<file path="src/emu_macros.svh">
// Arcade control wrapper constants
// Bus widths, host register map, PS/2 scan codes and the PLL reset stretch
`ifndef EMU_MACROS_SVH
`define EMU_MACROS_SVH

// Host status word and joystick words
`define EMU_STATUS_W 32
`define EMU_JOY_W 32

// PS/2 event layout
`define EMU_PS2_W 11
`define EMU_PS2_TOGGLE 10
`define EMU_PS2_PRESSED 9

// Lock loss stretch, in clk_sys cycles
`define EMU_LOCK_RESET_CYCLES 256

// APB register map
`define EMU_ADDR_W 8
`define EMU_ADDR_STATUS 8'h00
`define EMU_ADDR_ID 8'h04
// ASCII "CAVE"
`define EMU_CORE_ID 32'h4341_5645

// Set 2 scan codes, extended prefix stripped
`define EMU_KEY_UP 8'h75
`define EMU_KEY_DOWN 8'h72
`define EMU_KEY_LEFT 8'h6b
`define EMU_KEY_RIGHT 8'h74
`define EMU_KEY_CTRL 8'h14
`define EMU_KEY_ALT 8'h11
`define EMU_KEY_SHIFT 8'h12
`define EMU_KEY_SPACE 8'h29
`define EMU_KEY_1 8'h16
`define EMU_KEY_2 8'h1e
`define EMU_KEY_5 8'h2e
`define EMU_KEY_6 8'h36
`define EMU_KEY_A 8'h1c
`define EMU_KEY_S 8'h1b
`define EMU_KEY_Q 8'h15
`define EMU_KEY_W 8'h1d
`define EMU_KEY_R 8'h2d
`define EMU_KEY_F 8'h2b
`define EMU_KEY_D 8'h23
`define EMU_KEY_G 8'h34
`define EMU_KEY_P 8'h4d

`endif

</file>
<file path="src/emu_pkg.sv">
// Shared types for the arcade control wrapper
// Player controls, core options, video settings and the APB bus
`include "emu_macros.svh"

package emu_pkg;

  // Scan codes the input decoder reacts to
  typedef enum logic [7:0] {
    KEY_UP    = `EMU_KEY_UP,
    KEY_DOWN  = `EMU_KEY_DOWN,
    KEY_LEFT  = `EMU_KEY_LEFT,
    KEY_RIGHT = `EMU_KEY_RIGHT,
    KEY_CTRL  = `EMU_KEY_CTRL,
    KEY_ALT   = `EMU_KEY_ALT,
    KEY_SHIFT = `EMU_KEY_SHIFT,
    KEY_SPACE = `EMU_KEY_SPACE,
    KEY_1     = `EMU_KEY_1,
    KEY_2     = `EMU_KEY_2,
    KEY_5     = `EMU_KEY_5,
    KEY_6     = `EMU_KEY_6,
    KEY_A     = `EMU_KEY_A,
    KEY_S     = `EMU_KEY_S,
    KEY_Q     = `EMU_KEY_Q,
    KEY_W     = `EMU_KEY_W,
    KEY_R     = `EMU_KEY_R,
    KEY_F     = `EMU_KEY_F,
    KEY_D     = `EMU_KEY_D,
    KEY_G     = `EMU_KEY_G,
    KEY_P     = `EMU_KEY_P
  } key_code_e;

  // Game board select, status bits 21..18
  typedef enum logic [3:0] {
    PCB_DFEVERON   = 4'd0,
    PCB_DODONPACHI = 4'd1,
    PCB_DONPACHI   = 4'd2,
    PCB_ESPRADE    = 4'd3,
    PCB_UOPOKO     = 4'd4,
    PCB_GUWANGE    = 4'd5,
    PCB_GAIA       = 4'd6,
    PCB_HOTDOGST   = 4'd7
  } pcb_e;

  // One player's controls, buttons[0] is button 1
  typedef struct packed {
    logic       up;
    logic       down;
    logic       left;
    logic       right;
    logic [3:0] buttons;
    logic       start;
    logic       coin;
    logic       pause;
  } player_t;

  typedef struct packed {
    logic [3:0] offset_x;
    logic [3:0] offset_y;
    logic       rotate;
    logic       flip;
    logic       compat;
    logic       service;
    logic       sprite_en;
    logic [2:0] layer_en;
    pcb_e       pcb;
  } core_opts_t;

  // Aspect ratio and scaler settings, padded to a word
  typedef struct packed {
    logic [11:0] arx;
    logic [11:0] ary;
    logic [1:0]  scanlines;
    logic        scandoubler;
    logic        hq2x;
    logic [3:0]  spare;
  } video_cfg_t;

  typedef struct packed {
    logic                      psel;
    logic                      penable;
    logic                      pwrite;
    logic [`EMU_ADDR_W-1:0]    paddr;
    logic [`EMU_STATUS_W-1:0]  pwdata;
  } apb_req_t;

  typedef struct packed {
    logic [`EMU_STATUS_W-1:0] prdata;
    logic                     pready;
    logic                     pslverr;
  } apb_rsp_t;

endpackage

</file>
<file path="src/core_reset_sync.sv">
// Core reset generator
// Merges board reset, host reset bit and user button into one core reset
`timescale 1ns/1ps

module core_reset_sync (
  input  logic clk_sys,
  input  logic RESET,
  input  logic status_reset,
  input  logic user_button,
  output logic core_reset
);

  logic       cause;
  logic [1:0] sync_q;

  // Soft causes, both already in the clk_sys domain
  assign cause = status_reset | user_button;

  ////////////////////////////////////////////////////////////
  // Two-flop release chain
  ////////////////////////////////////////////////////////////

  // RESET asserts at once, soft causes on the next edge
  always_ff @(posedge clk_sys or posedge RESET) begin
    if (RESET) begin
      sync_q <= 2'b11;
    end else if (cause) begin
      sync_q <= 2'b11;
    end else begin
      // Shift zeros in, release after two clean edges
      sync_q <= {sync_q[0], 1'b0};
    end
  end

  assign core_reset = sync_q[1];

endmodule

</file>
<file path="src/emu_top.sv">
// Arcade control wrapper top level
// Host register, player inputs, video settings and reset generation
`timescale 1ns/1ps
`include "emu_macros.svh"

module emu_top (
  input  logic                  clk_sys,
  input  logic                  RESET,
  // Host bus
  input  emu_pkg::apb_req_t     apb_req,
  output emu_pkg::apb_rsp_t     apb_rsp,
  // Clocking and reset
  input  logic                  pll_locked,
  output logic                  pll_reset,
  input  logic                  user_button,
  input  logic                  force_scandoubler,
  // Controls
  input  logic [`EMU_PS2_W-1:0] ps2_key,
  input  logic [`EMU_JOY_W-1:0] joystick_0,
  input  logic [`EMU_JOY_W-1:0] joystick_1,
  output emu_pkg::player_t      player_0,
  output emu_pkg::player_t      player_1,
  // To the core and scaler
  output emu_pkg::core_opts_t   opts,
  output emu_pkg::video_cfg_t   video,
  output logic                  new_vmode,
  output logic                  core_reset
);

  logic [`EMU_STATUS_W-1:0] status;

  lock_reset_gen u_lock (
    .clk_sys(clk_sys), .RESET(RESET), .pll_locked(pll_locked), .pll_reset(pll_reset)
  );

  // Status bit 0 is the menu reset entry
  core_reset_sync u_core_rst (
    .clk_sys(clk_sys), .RESET(RESET), .status_reset(status[0]),
    .user_button(user_button), .core_reset(core_reset)
  );

  player_inputs u_players (
    .clk_sys(clk_sys), .RESET(RESET), .ps2_key(ps2_key),
    .joystick_0(joystick_0), .joystick_1(joystick_1),
    .player_0(player_0), .player_1(player_1)
  );

  status_regs u_status (
    .clk_sys(clk_sys), .RESET(RESET), .apb_req(apb_req), .apb_rsp(apb_rsp),
    .status(status), .opts(opts)
  );

  video_config u_video (
    .clk_sys(clk_sys), .RESET(RESET), .status(status),
    .force_scandoubler(force_scandoubler), .video(video), .new_vmode(new_vmode)
  );

endmodule

</file>
<file path="src/lock_reset_gen.sv">
// PLL lock supervisor
// Fires a fixed-length PLL reset pulse whenever lock drops
`timescale 1ns/1ps
`include "emu_macros.svh"

module lock_reset_gen (
  input  logic clk_sys,
  input  logic RESET,
  input  logic pll_locked,
  output logic pll_reset
);

  // Counter must hold the full stretch value
  localparam int unsigned CNT_W = $clog2(`EMU_LOCK_RESET_CYCLES + 1);
  localparam logic [CNT_W-1:0] STRETCH = CNT_W'(`EMU_LOCK_RESET_CYCLES);

  logic             lock_q;
  logic [CNT_W-1:0] cnt;
  logic             lock_lost;

  // Falling edge of lock, ignored while a pulse is running
  assign lock_lost = lock_q && !pll_locked && (cnt == '0);

  always_ff @(posedge clk_sys or posedge RESET) begin
    if (RESET) begin
      lock_q <= 1'b0;
      cnt    <= '0;
    end else begin
      lock_q <= pll_locked;
      if (lock_lost) begin
        cnt <= STRETCH;
      end else if (cnt != '0) begin
        cnt <= cnt - CNT_W'(1);
      end
    end
  end

  // High for every nonzero count, 256 down to 1
  assign pll_reset = (cnt != '0);

  // Pulse ends exactly after the stretch length
  a_pulse_len: assert property (@(posedge clk_sys) disable iff (RESET)
    $rose(pll_reset) |-> ##(`EMU_LOCK_RESET_CYCLES) !pll_reset);

endmodule

</file>
<file path="src/player_inputs.sv">
// Player input decoder
// Tracks held PS/2 keys and merges them with the two joystick words
`timescale 1ns/1ps
`include "emu_macros.svh"

module player_inputs (
  input  logic                  clk_sys,
  input  logic                  RESET,
  input  logic [`EMU_PS2_W-1:0] ps2_key,
  input  logic [`EMU_JOY_W-1:0] joystick_0,
  input  logic [`EMU_JOY_W-1:0] joystick_1,
  output emu_pkg::player_t      player_0,
  output emu_pkg::player_t      player_1
);

  // One bit per mapped key
  typedef struct packed {
    logic up, down, left, right;
    logic ctrl, alt, shift, space;
    logic k1, k2, k5, k6;
    logic a, s, q, w;
    logic r, f, d, g, p;
  } keys_t;

  keys_t            keys_q;
  logic             toggle_q;
  logic             key_event;
  logic             pressed;
  logic [7:0]       code;
  emu_pkg::player_t key_p0;
  emu_pkg::player_t key_p1;

  assign key_event = toggle_q != ps2_key[`EMU_PS2_TOGGLE];
  assign pressed   = ps2_key[`EMU_PS2_PRESSED];
  assign code      = ps2_key[7:0];

  ////////////////////////////////////////////////////////////
  // Key state
  ////////////////////////////////////////////////////////////

  always_ff @(posedge clk_sys or posedge RESET) begin
    if (RESET) begin
      toggle_q <= 1'b0;
      keys_q   <= '0;
    end else begin
      toggle_q <= ps2_key[`EMU_PS2_TOGGLE];
      if (key_event) begin
        case (code)
          emu_pkg::KEY_UP:    keys_q.up    <= pressed;
          emu_pkg::KEY_DOWN:  keys_q.down  <= pressed;
          emu_pkg::KEY_LEFT:  keys_q.left  <= pressed;
          emu_pkg::KEY_RIGHT: keys_q.right <= pressed;
          emu_pkg::KEY_CTRL:  keys_q.ctrl  <= pressed;
          emu_pkg::KEY_ALT:   keys_q.alt   <= pressed;
          emu_pkg::KEY_SHIFT: keys_q.shift <= pressed;
          emu_pkg::KEY_SPACE: keys_q.space <= pressed;
          emu_pkg::KEY_1:     keys_q.k1    <= pressed;
          emu_pkg::KEY_2:     keys_q.k2    <= pressed;
          emu_pkg::KEY_5:     keys_q.k5    <= pressed;
          emu_pkg::KEY_6:     keys_q.k6    <= pressed;
          emu_pkg::KEY_A:     keys_q.a     <= pressed;
          emu_pkg::KEY_S:     keys_q.s     <= pressed;
          emu_pkg::KEY_Q:     keys_q.q     <= pressed;
          emu_pkg::KEY_W:     keys_q.w     <= pressed;
          emu_pkg::KEY_R:     keys_q.r     <= pressed;
          emu_pkg::KEY_F:     keys_q.f     <= pressed;
          emu_pkg::KEY_D:     keys_q.d     <= pressed;
          emu_pkg::KEY_G:     keys_q.g     <= pressed;
          emu_pkg::KEY_P:     keys_q.p     <= pressed;
          // Anything else is not ours
          default: ;
        endcase
      end
    end
  end

  // Keyboard view of each player, player 2 pause is joystick only
  assign key_p0 = '{up: keys_q.up, down: keys_q.down, left: keys_q.left, right: keys_q.right,
                    buttons: {keys_q.shift, keys_q.space, keys_q.alt, keys_q.ctrl},
                    start: keys_q.k1, coin: keys_q.k5, pause: keys_q.p};
  assign key_p1 = '{up: keys_q.r, down: keys_q.f, left: keys_q.d, right: keys_q.g,
                    buttons: {keys_q.w, keys_q.q, keys_q.s, keys_q.a},
                    start: keys_q.k2, coin: keys_q.k6, pause: 1'b0};

  // Joystick bits 0..3 right/left/down/up, 4..7 buttons, 8..10 start/coin/pause
  function automatic emu_pkg::player_t merge(input emu_pkg::player_t k,
                                             input logic [`EMU_JOY_W-1:0] joy);
    emu_pkg::player_t p;
    p.up      = k.up    | joy[3];
    p.down    = k.down  | joy[2];
    p.left    = k.left  | joy[1];
    p.right   = k.right | joy[0];
    p.buttons = k.buttons | joy[7:4];
    p.start   = k.start | joy[8];
    p.coin    = k.coin  | joy[9];
    p.pause   = k.pause | joy[10];
    return p;
  endfunction

  // Registered outputs
  always_ff @(posedge clk_sys or posedge RESET) begin
    if (RESET) begin
      player_0 <= '0;
      player_1 <= '0;
    end else begin
      player_0 <= merge(key_p0, joystick_0);
      player_1 <= merge(key_p1, joystick_1);
    end
  end

endmodule

</file>
<file path="src/status_regs.sv">
// Host status register
// Zero-wait APB slave holding the option word, decoded into core options
`timescale 1ns/1ps
`include "emu_macros.svh"

module status_regs (
  input  logic                     clk_sys,
  input  logic                     RESET,
  input  emu_pkg::apb_req_t        apb_req,
  output emu_pkg::apb_rsp_t        apb_rsp,
  output logic [`EMU_STATUS_W-1:0] status,
  output emu_pkg::core_opts_t      opts
);

  logic [`EMU_STATUS_W-1:0] status_q;
  logic                     access;
  logic                     hit_status;
  logic                     hit_id;
  logic                     bad_req;

  ////////////////////////////////////////////////////////////
  // APB decode
  ////////////////////////////////////////////////////////////

  assign access     = apb_req.psel && apb_req.penable;
  assign hit_status = apb_req.paddr == `EMU_ADDR_STATUS;
  assign hit_id     = apb_req.paddr == `EMU_ADDR_ID;
  // Unmapped address, or ID written
  assign bad_req    = !(hit_status || hit_id) || (apb_req.pwrite && hit_id);

  always_ff @(posedge clk_sys or posedge RESET) begin
    if (RESET) begin
      status_q <= '0;
    end else if (access && apb_req.pwrite && hit_status) begin
      status_q <= apb_req.pwdata;
    end
  end

  // Never stalls
  always_comb begin
    apb_rsp.pready  = 1'b1;
    apb_rsp.pslverr = access && bad_req;
    apb_rsp.prdata  = '0;
    if (apb_req.psel && !apb_req.pwrite) begin
      if (hit_status) begin
        apb_rsp.prdata = status_q;
      end else if (hit_id) begin
        apb_rsp.prdata = `EMU_CORE_ID;
      end
    end
  end

  assign status = status_q;

  ////////////////////////////////////////////////////////////
  // Option decode
  ////////////////////////////////////////////////////////////

  always_comb begin
    opts.offset_x  = status_q[27:24];
    opts.offset_y  = status_q[31:28];
    opts.rotate    = status_q[3];
    opts.flip      = status_q[4];
    opts.compat    = status_q[8];
    opts.service   = status_q[9];
    // Menu bits mean "off", core wants enables
    opts.sprite_en = ~status_q[10];
    opts.layer_en  = ~status_q[13:11];
    opts.pcb       = emu_pkg::pcb_e'(status_q[21:18]);
  end

  // Host must not raise penable without psel
  a_pen_psel: assert property (@(posedge clk_sys) disable iff (RESET)
    apb_req.penable |-> apb_req.psel);

  // Error only in an access phase that followed a setup phase
  a_err_access: assert property (@(posedge clk_sys) disable iff (RESET)
    apb_rsp.pslverr |-> access && $past(apb_req.psel && !apb_req.penable));

endmodule

</file>
<file path="src/video_config.sv">
// Video settings decode
// Aspect ratio, scanline and scaler choices from the status word,
// plus a toggle that tells the host the refresh mode changed
`timescale 1ns/1ps
`include "emu_macros.svh"

module video_config (
  input  logic                     clk_sys,
  input  logic                     RESET,
  input  logic [`EMU_STATUS_W-1:0] status,
  input  logic                     force_scandoubler,
  output emu_pkg::video_cfg_t      video,
  output logic                     new_vmode
);

  logic [1:0] aspect;
  logic       rotate;
  logic [2:0] fx;
  logic [2:0] sl;
  logic       vmode_q;

  assign aspect = status[2:1];
  assign rotate = status[3];
  // 0 none, 1 HQ2x, 2..4 CRT levels
  assign fx     = status[7:5];
  assign sl     = (fx != 3'd0) ? fx - 3'd1 : 3'd0;

  always_comb begin
    video = '0;
    if (aspect == 2'd0) begin
      // Native 4:3, turned on its side when rotated
      video.arx = rotate ? 12'd3 : 12'd4;
      video.ary = rotate ? 12'd4 : 12'd3;
    end else begin
      // Fullscreen and custom ratios, ary of 0 selects them
      video.arx = {10'd0, aspect - 2'd1};
      video.ary = 12'd0;
    end
    video.scanlines   = sl[1:0];
    video.scandoubler = (fx != 3'd0) || force_scandoubler;
    video.hq2x        = fx == 3'd1;
  end

  ////////////////////////////////////////////////////////////
  // Refresh mode change
  ////////////////////////////////////////////////////////////

  always_ff @(posedge clk_sys or posedge RESET) begin
    if (RESET) begin
      vmode_q   <= 1'b0;
      new_vmode <= 1'b0;
    end else if (status[8] != vmode_q) begin
      // One flip per change of bit 8
      vmode_q   <= status[8];
      new_vmode <= ~new_vmode;
    end
  end

endmodule

</file>
<file path="config.mk">
export PLATFORM = sky130hd
export DESIGN_NAME = emu_top
export DESIGN_NICKNAME = d
export VERILOG_FILES = /design/src/emu_pkg.sv /design/src/core_reset_sync.sv /design/src/emu_top.sv /design/src/lock_reset_gen.sv /design/src/player_inputs.sv /design/src/status_regs.sv /design/src/video_config.sv
export VERILOG_INCLUDE_DIRS = /design/src /design/src/src
export SDC_FILE = /design/constraint.sdc
export NUM_CORES = 1
export LEC_CHECK = 0
export BUFFER_PORTS_ARGS = -buffer_cell sky130_fd_sc_hd__buf_2
export CAP_MARGIN = 30
export CORE_ASPECT_RATIO = 1.25
export CORE_UTILIZATION = 30
export CTS_CLUSTER_SIZE = 40
export DETAILED_ROUTE_END_ITERATION = 10
export GPL_TIMING_DRIVEN = 0
export PLACE_DENSITY = 0.68
export SETUP_SLACK_MARGIN = 0.15
export SYNTH_ARGS = -nofsm -noshare
export SYNTH_HDL_FRONTEND = slang
export SYNTH_HIERARCHICAL = 1
export SYNTH_SLANG_ARGS = --single-unit
</file>
<file path="constraint.sdc">
create_clock -name clk_sys -period 2.53 [get_ports clk_sys]
set_input_delay 0 -clock clk_sys [delete_from_list [all_inputs] [get_ports clk_sys]]
set_output_delay 0 -clock clk_sys [all_outputs]
set_load 0.01 [all_outputs]
</file>
==> flow_metrics.env <==
export IMPL_drt_iter0_markers=105
export IMPL_start_kind="flop"
export IMPL_hold_violations=0
export IMPL_placed_cell_area_sq_um=5540
export IMPL_syn2layout_area_growth_pct=47.1
export IMPL_clock_sinks=90
export IMPL_cp_slowest_cell="or3b_2"
export IMPL_core_sq_um=14300
export IMPL_crit_required_ps=2530
export IMPL_grt_ovfl_total=0
export IMPL_fmax_ghz=0.461
export IMPL_dp_hpwl_mm=8.53
export IMPL_final_nets=745
export IMPL_clk_pin_slew_worst_paths_ps=60
export IMPL_crit_chain="inv_1 > ha_1 > or3b_2 > buf_2 > nor3_2 > inv_1 > buf_2"
export IMPL_crit_buf_inv=4
export IMPL_maxCapViolCount=0
export IMPL_critPathLaunch="u_lock/cnt[0]"
export IMPL_worst_r2r_cell_count=6
export IMPL_hp_start="ps2_key[5]"
export IMPL_layout_drive_gt1_share_pct=45.7
export IMPL_die_h_microns=137
export IMPL_clock_latency_ps=340
export IMPL_drt_wirelength_per_cell_microns=14.1
export IMPL_fin_crit_ps=2170
export IMPL_cts_resized=0
export IMPL_synthCells=362
export IMPL_cts_root_buffer="clkbuf_16"
export IMPL_antenna_left=0
export IMPL_hold_end="u_players/key_p1[1]"
export IMPL_final_cell_area_sq_um=6440
export IMPL_cp_max_fo=7
export IMPL_endpoint_kind="output pin"
export IMPL_gp_congestion=0.823
export IMPL_relSlewSlack_pct=55.9
export IMPL_port_buffers=166
export IMPL_die_area_sq_um=15100
export IMPL_clock_path_buffers=2
export IMPL_cp_top_family="simple AND/OR/NAND/NOR gates"
export IMPL_vias_per_cell=4.41
export IMPL_whs_path_depth=3
export IMPL_fin_setup_tns_ps=0
export IMPL_grt_antenna_before_repair=3
export IMPL_syn_area_sq_um=4380
export IMPL_grt_pass1_vias=3522
export IMPL_dieWidth_microns=110
export IMPL_cts_made_buffers=9
export IMPL_outcome="finished, final reports clean"
export IMPL_vias=3557
export IMPL_r2r_start="u_lock/cnt[0]"
export IMPL_timing_hold_ws_ps=65.1
export IMPL_min_period_over_period_pct=85.8
export IMPL_cts_tree="done"
export IMPL_start_util_pct=30.5
export IMPL_ir_worst_vdd_mv=0.382
export IMPL_row_count=49
export IMPL_grt_max_degree=45
export IMPL_firstDrtPassIters=4
export IMPL_critPathMaxStageDelay_ps=440
export IMPL_post_cts_buffers=0
export IMPL_p_leak_nw=3.41
export IMPL_worst_pin_slew_ps=653
export IMPL_crit_type="flop to output pin"
export IMPL_skew_ps=3.97
export IMPL_r2r_end="u_lock/cnt[6]"
export IMPL_nFillCells=1318
export IMPL_yosysWarningCount=6
export IMPL_avgSynthCellArea_sq_um=12.1
export IMPL_report_final_slew_viol_count=0
export IMPL_grt_pass1_wl_mm=17.4
export IMPL_arrival_ps=2170
export IMPL_hold_path_class="input pin to flop"
export IMPL_regToRegSetupSlack_ps=580
export IMPL_totalWireLength_mm=11.4
export IMPL_track_usage_pct=15.5
export IMPL_setup_viol=0
export IMPL_fin_util_pct=44.9
export IMPL_power_per_cell_area_nw_per_um2=500
export IMPL_drc=0
export IMPL_rsz0062_at_grt="false"
export IMPL_ioPinCount=234
export IMPL_htree_levels=3
[placed cells by master (no fill, tap or decap), types with 2 or more instances in the layout]
| cell type | instances |
|---|---|
| nor3_1 | 6 |
| mux2_2 | 4 |
| mux2i_1 | 2 |
| clkbuf_1 | 8 |
| mux2_4 | 31 |
| nand4_1 | 12 |
| and2_1 | 20 |
| nand2b_1 | 2 |
| nor3b_1 | 2 |
| conb_1 | 23 |
| nor2_1 | 33 |
| o31ai_1 | 2 |
| xnor2_1 | 3 |
| buf_4 | 28 |
| nor3_2 | 2 |
| dfstp_2 | 2 |
| or3_1 | 2 |
| inv_1 | 12 |
| or2_2 | 21 |
| nand3_1 | 5 |
| and4b_1 | 3 |
| buf_2 | 170 |
| o21bai_1 | 2 |
| mux2_1 | 19 |
| buf_6 | 4 |
| dlygate4sd3_1 | 59 |
| nand2_1 | 9 |
| diode_2 | 3 |
| nand4b_1 | 2 |
| dfrtp_1 | 88 |
| o21ai_0 | 6 |
| clkbuf_16 | 9 |
| nor4b_1 | 2 |
| or4_4 | 2 |
| nor2b_1 | 4 |
[how the worst max path moves through the flow]
stage               endpoint  slack, ps  cells after the start
2_1_floorplan  u_lock/cnt[6]        750                      6
3_3_place_gp   u_lock/cnt[0]        690                      6
3_5_place_dp   u_lock/cnt[6]        600                      6
4_1_cts            pll_reset        320                      7
5_1_grt            pll_reset        210                      7
6_report           pll_reset        360                      7
[power breakdown]
part | total, mW | leakage [nW] | internal, mW | switching (mW)
Clock | 1.29 | 0.134 | 0.765 | 0.524
Combinational | 0.408 | 2.11 | 0.223 | 0.184
Sequential | 1.52 | 1.17 | 1.49 | 0.0286
[worst reg2reg max path, delay by kind of cell (launching register included)]
kind	cells	cell delay, ps
mux	1	370
fa+ha+maj	1	170
buf+inv	2	240
flops	1	410
simple gates	2	630
[flip-flops by register name (all words and copies together), names as in the netlist]
register,count
u_status/status,32
u_players/key_p0,11
u_players/player_0,11
u_players/player_1,11
u_players/key_p1,10
u_lock/cnt,9
u_core_rst/sync_q,2
u_lock/lock_q,1
u_players/toggle_q,1
u_video/new_vmode,1
u_video/vmode_q,1
[final cells by class]
cell class / count / area [sq um] / share of cell area [%]
sequential: 90 / 2250 / 35.0
multi-input combinational: 239 / 1860 / 28.9
timing repair buffer: 227 / 1470 / 22.8
buffer: 41 / 294 / 4.57
clock buffer: 13 / 240 / 3.73
tap: 178 / 223 / 3.46
inverter: 13 / 48.8 / 0.758
clock inverter: 3 / 42.5 / 0.661
antenna: 3 / 7.51 / 0.117
[metrics by stage]
step / std cells / power, mW / setup slack, ps
5_1_grt: 805 / 3.38 / 213
4_1_cts: 803 / 3.27 / 324
3_3_place_gp: 727 / 1.87 / 687
6_report: 807 / 3.22 / 360
3_5_place_dp: 728 / 1.88 / 596
2_1_floorplan: 383 / 1.73 / 746
[metal layers]
layer | share of wire (%) | track usage, %
met5 | 0 | 0
met4 | 1.9 | 7.63
met3 | 6.4 | 4.10
met2 | 51 | 27.0
met1 | 41 | 17.3
[repair_timing]
item / CTS / global route
hold buffers: 59 / 0
endpoints found under the hold margin: 128 / 0
endpoints found under the setup margin: 0 / 0
No activity file was read; power rests on OpenSTA's default activity.
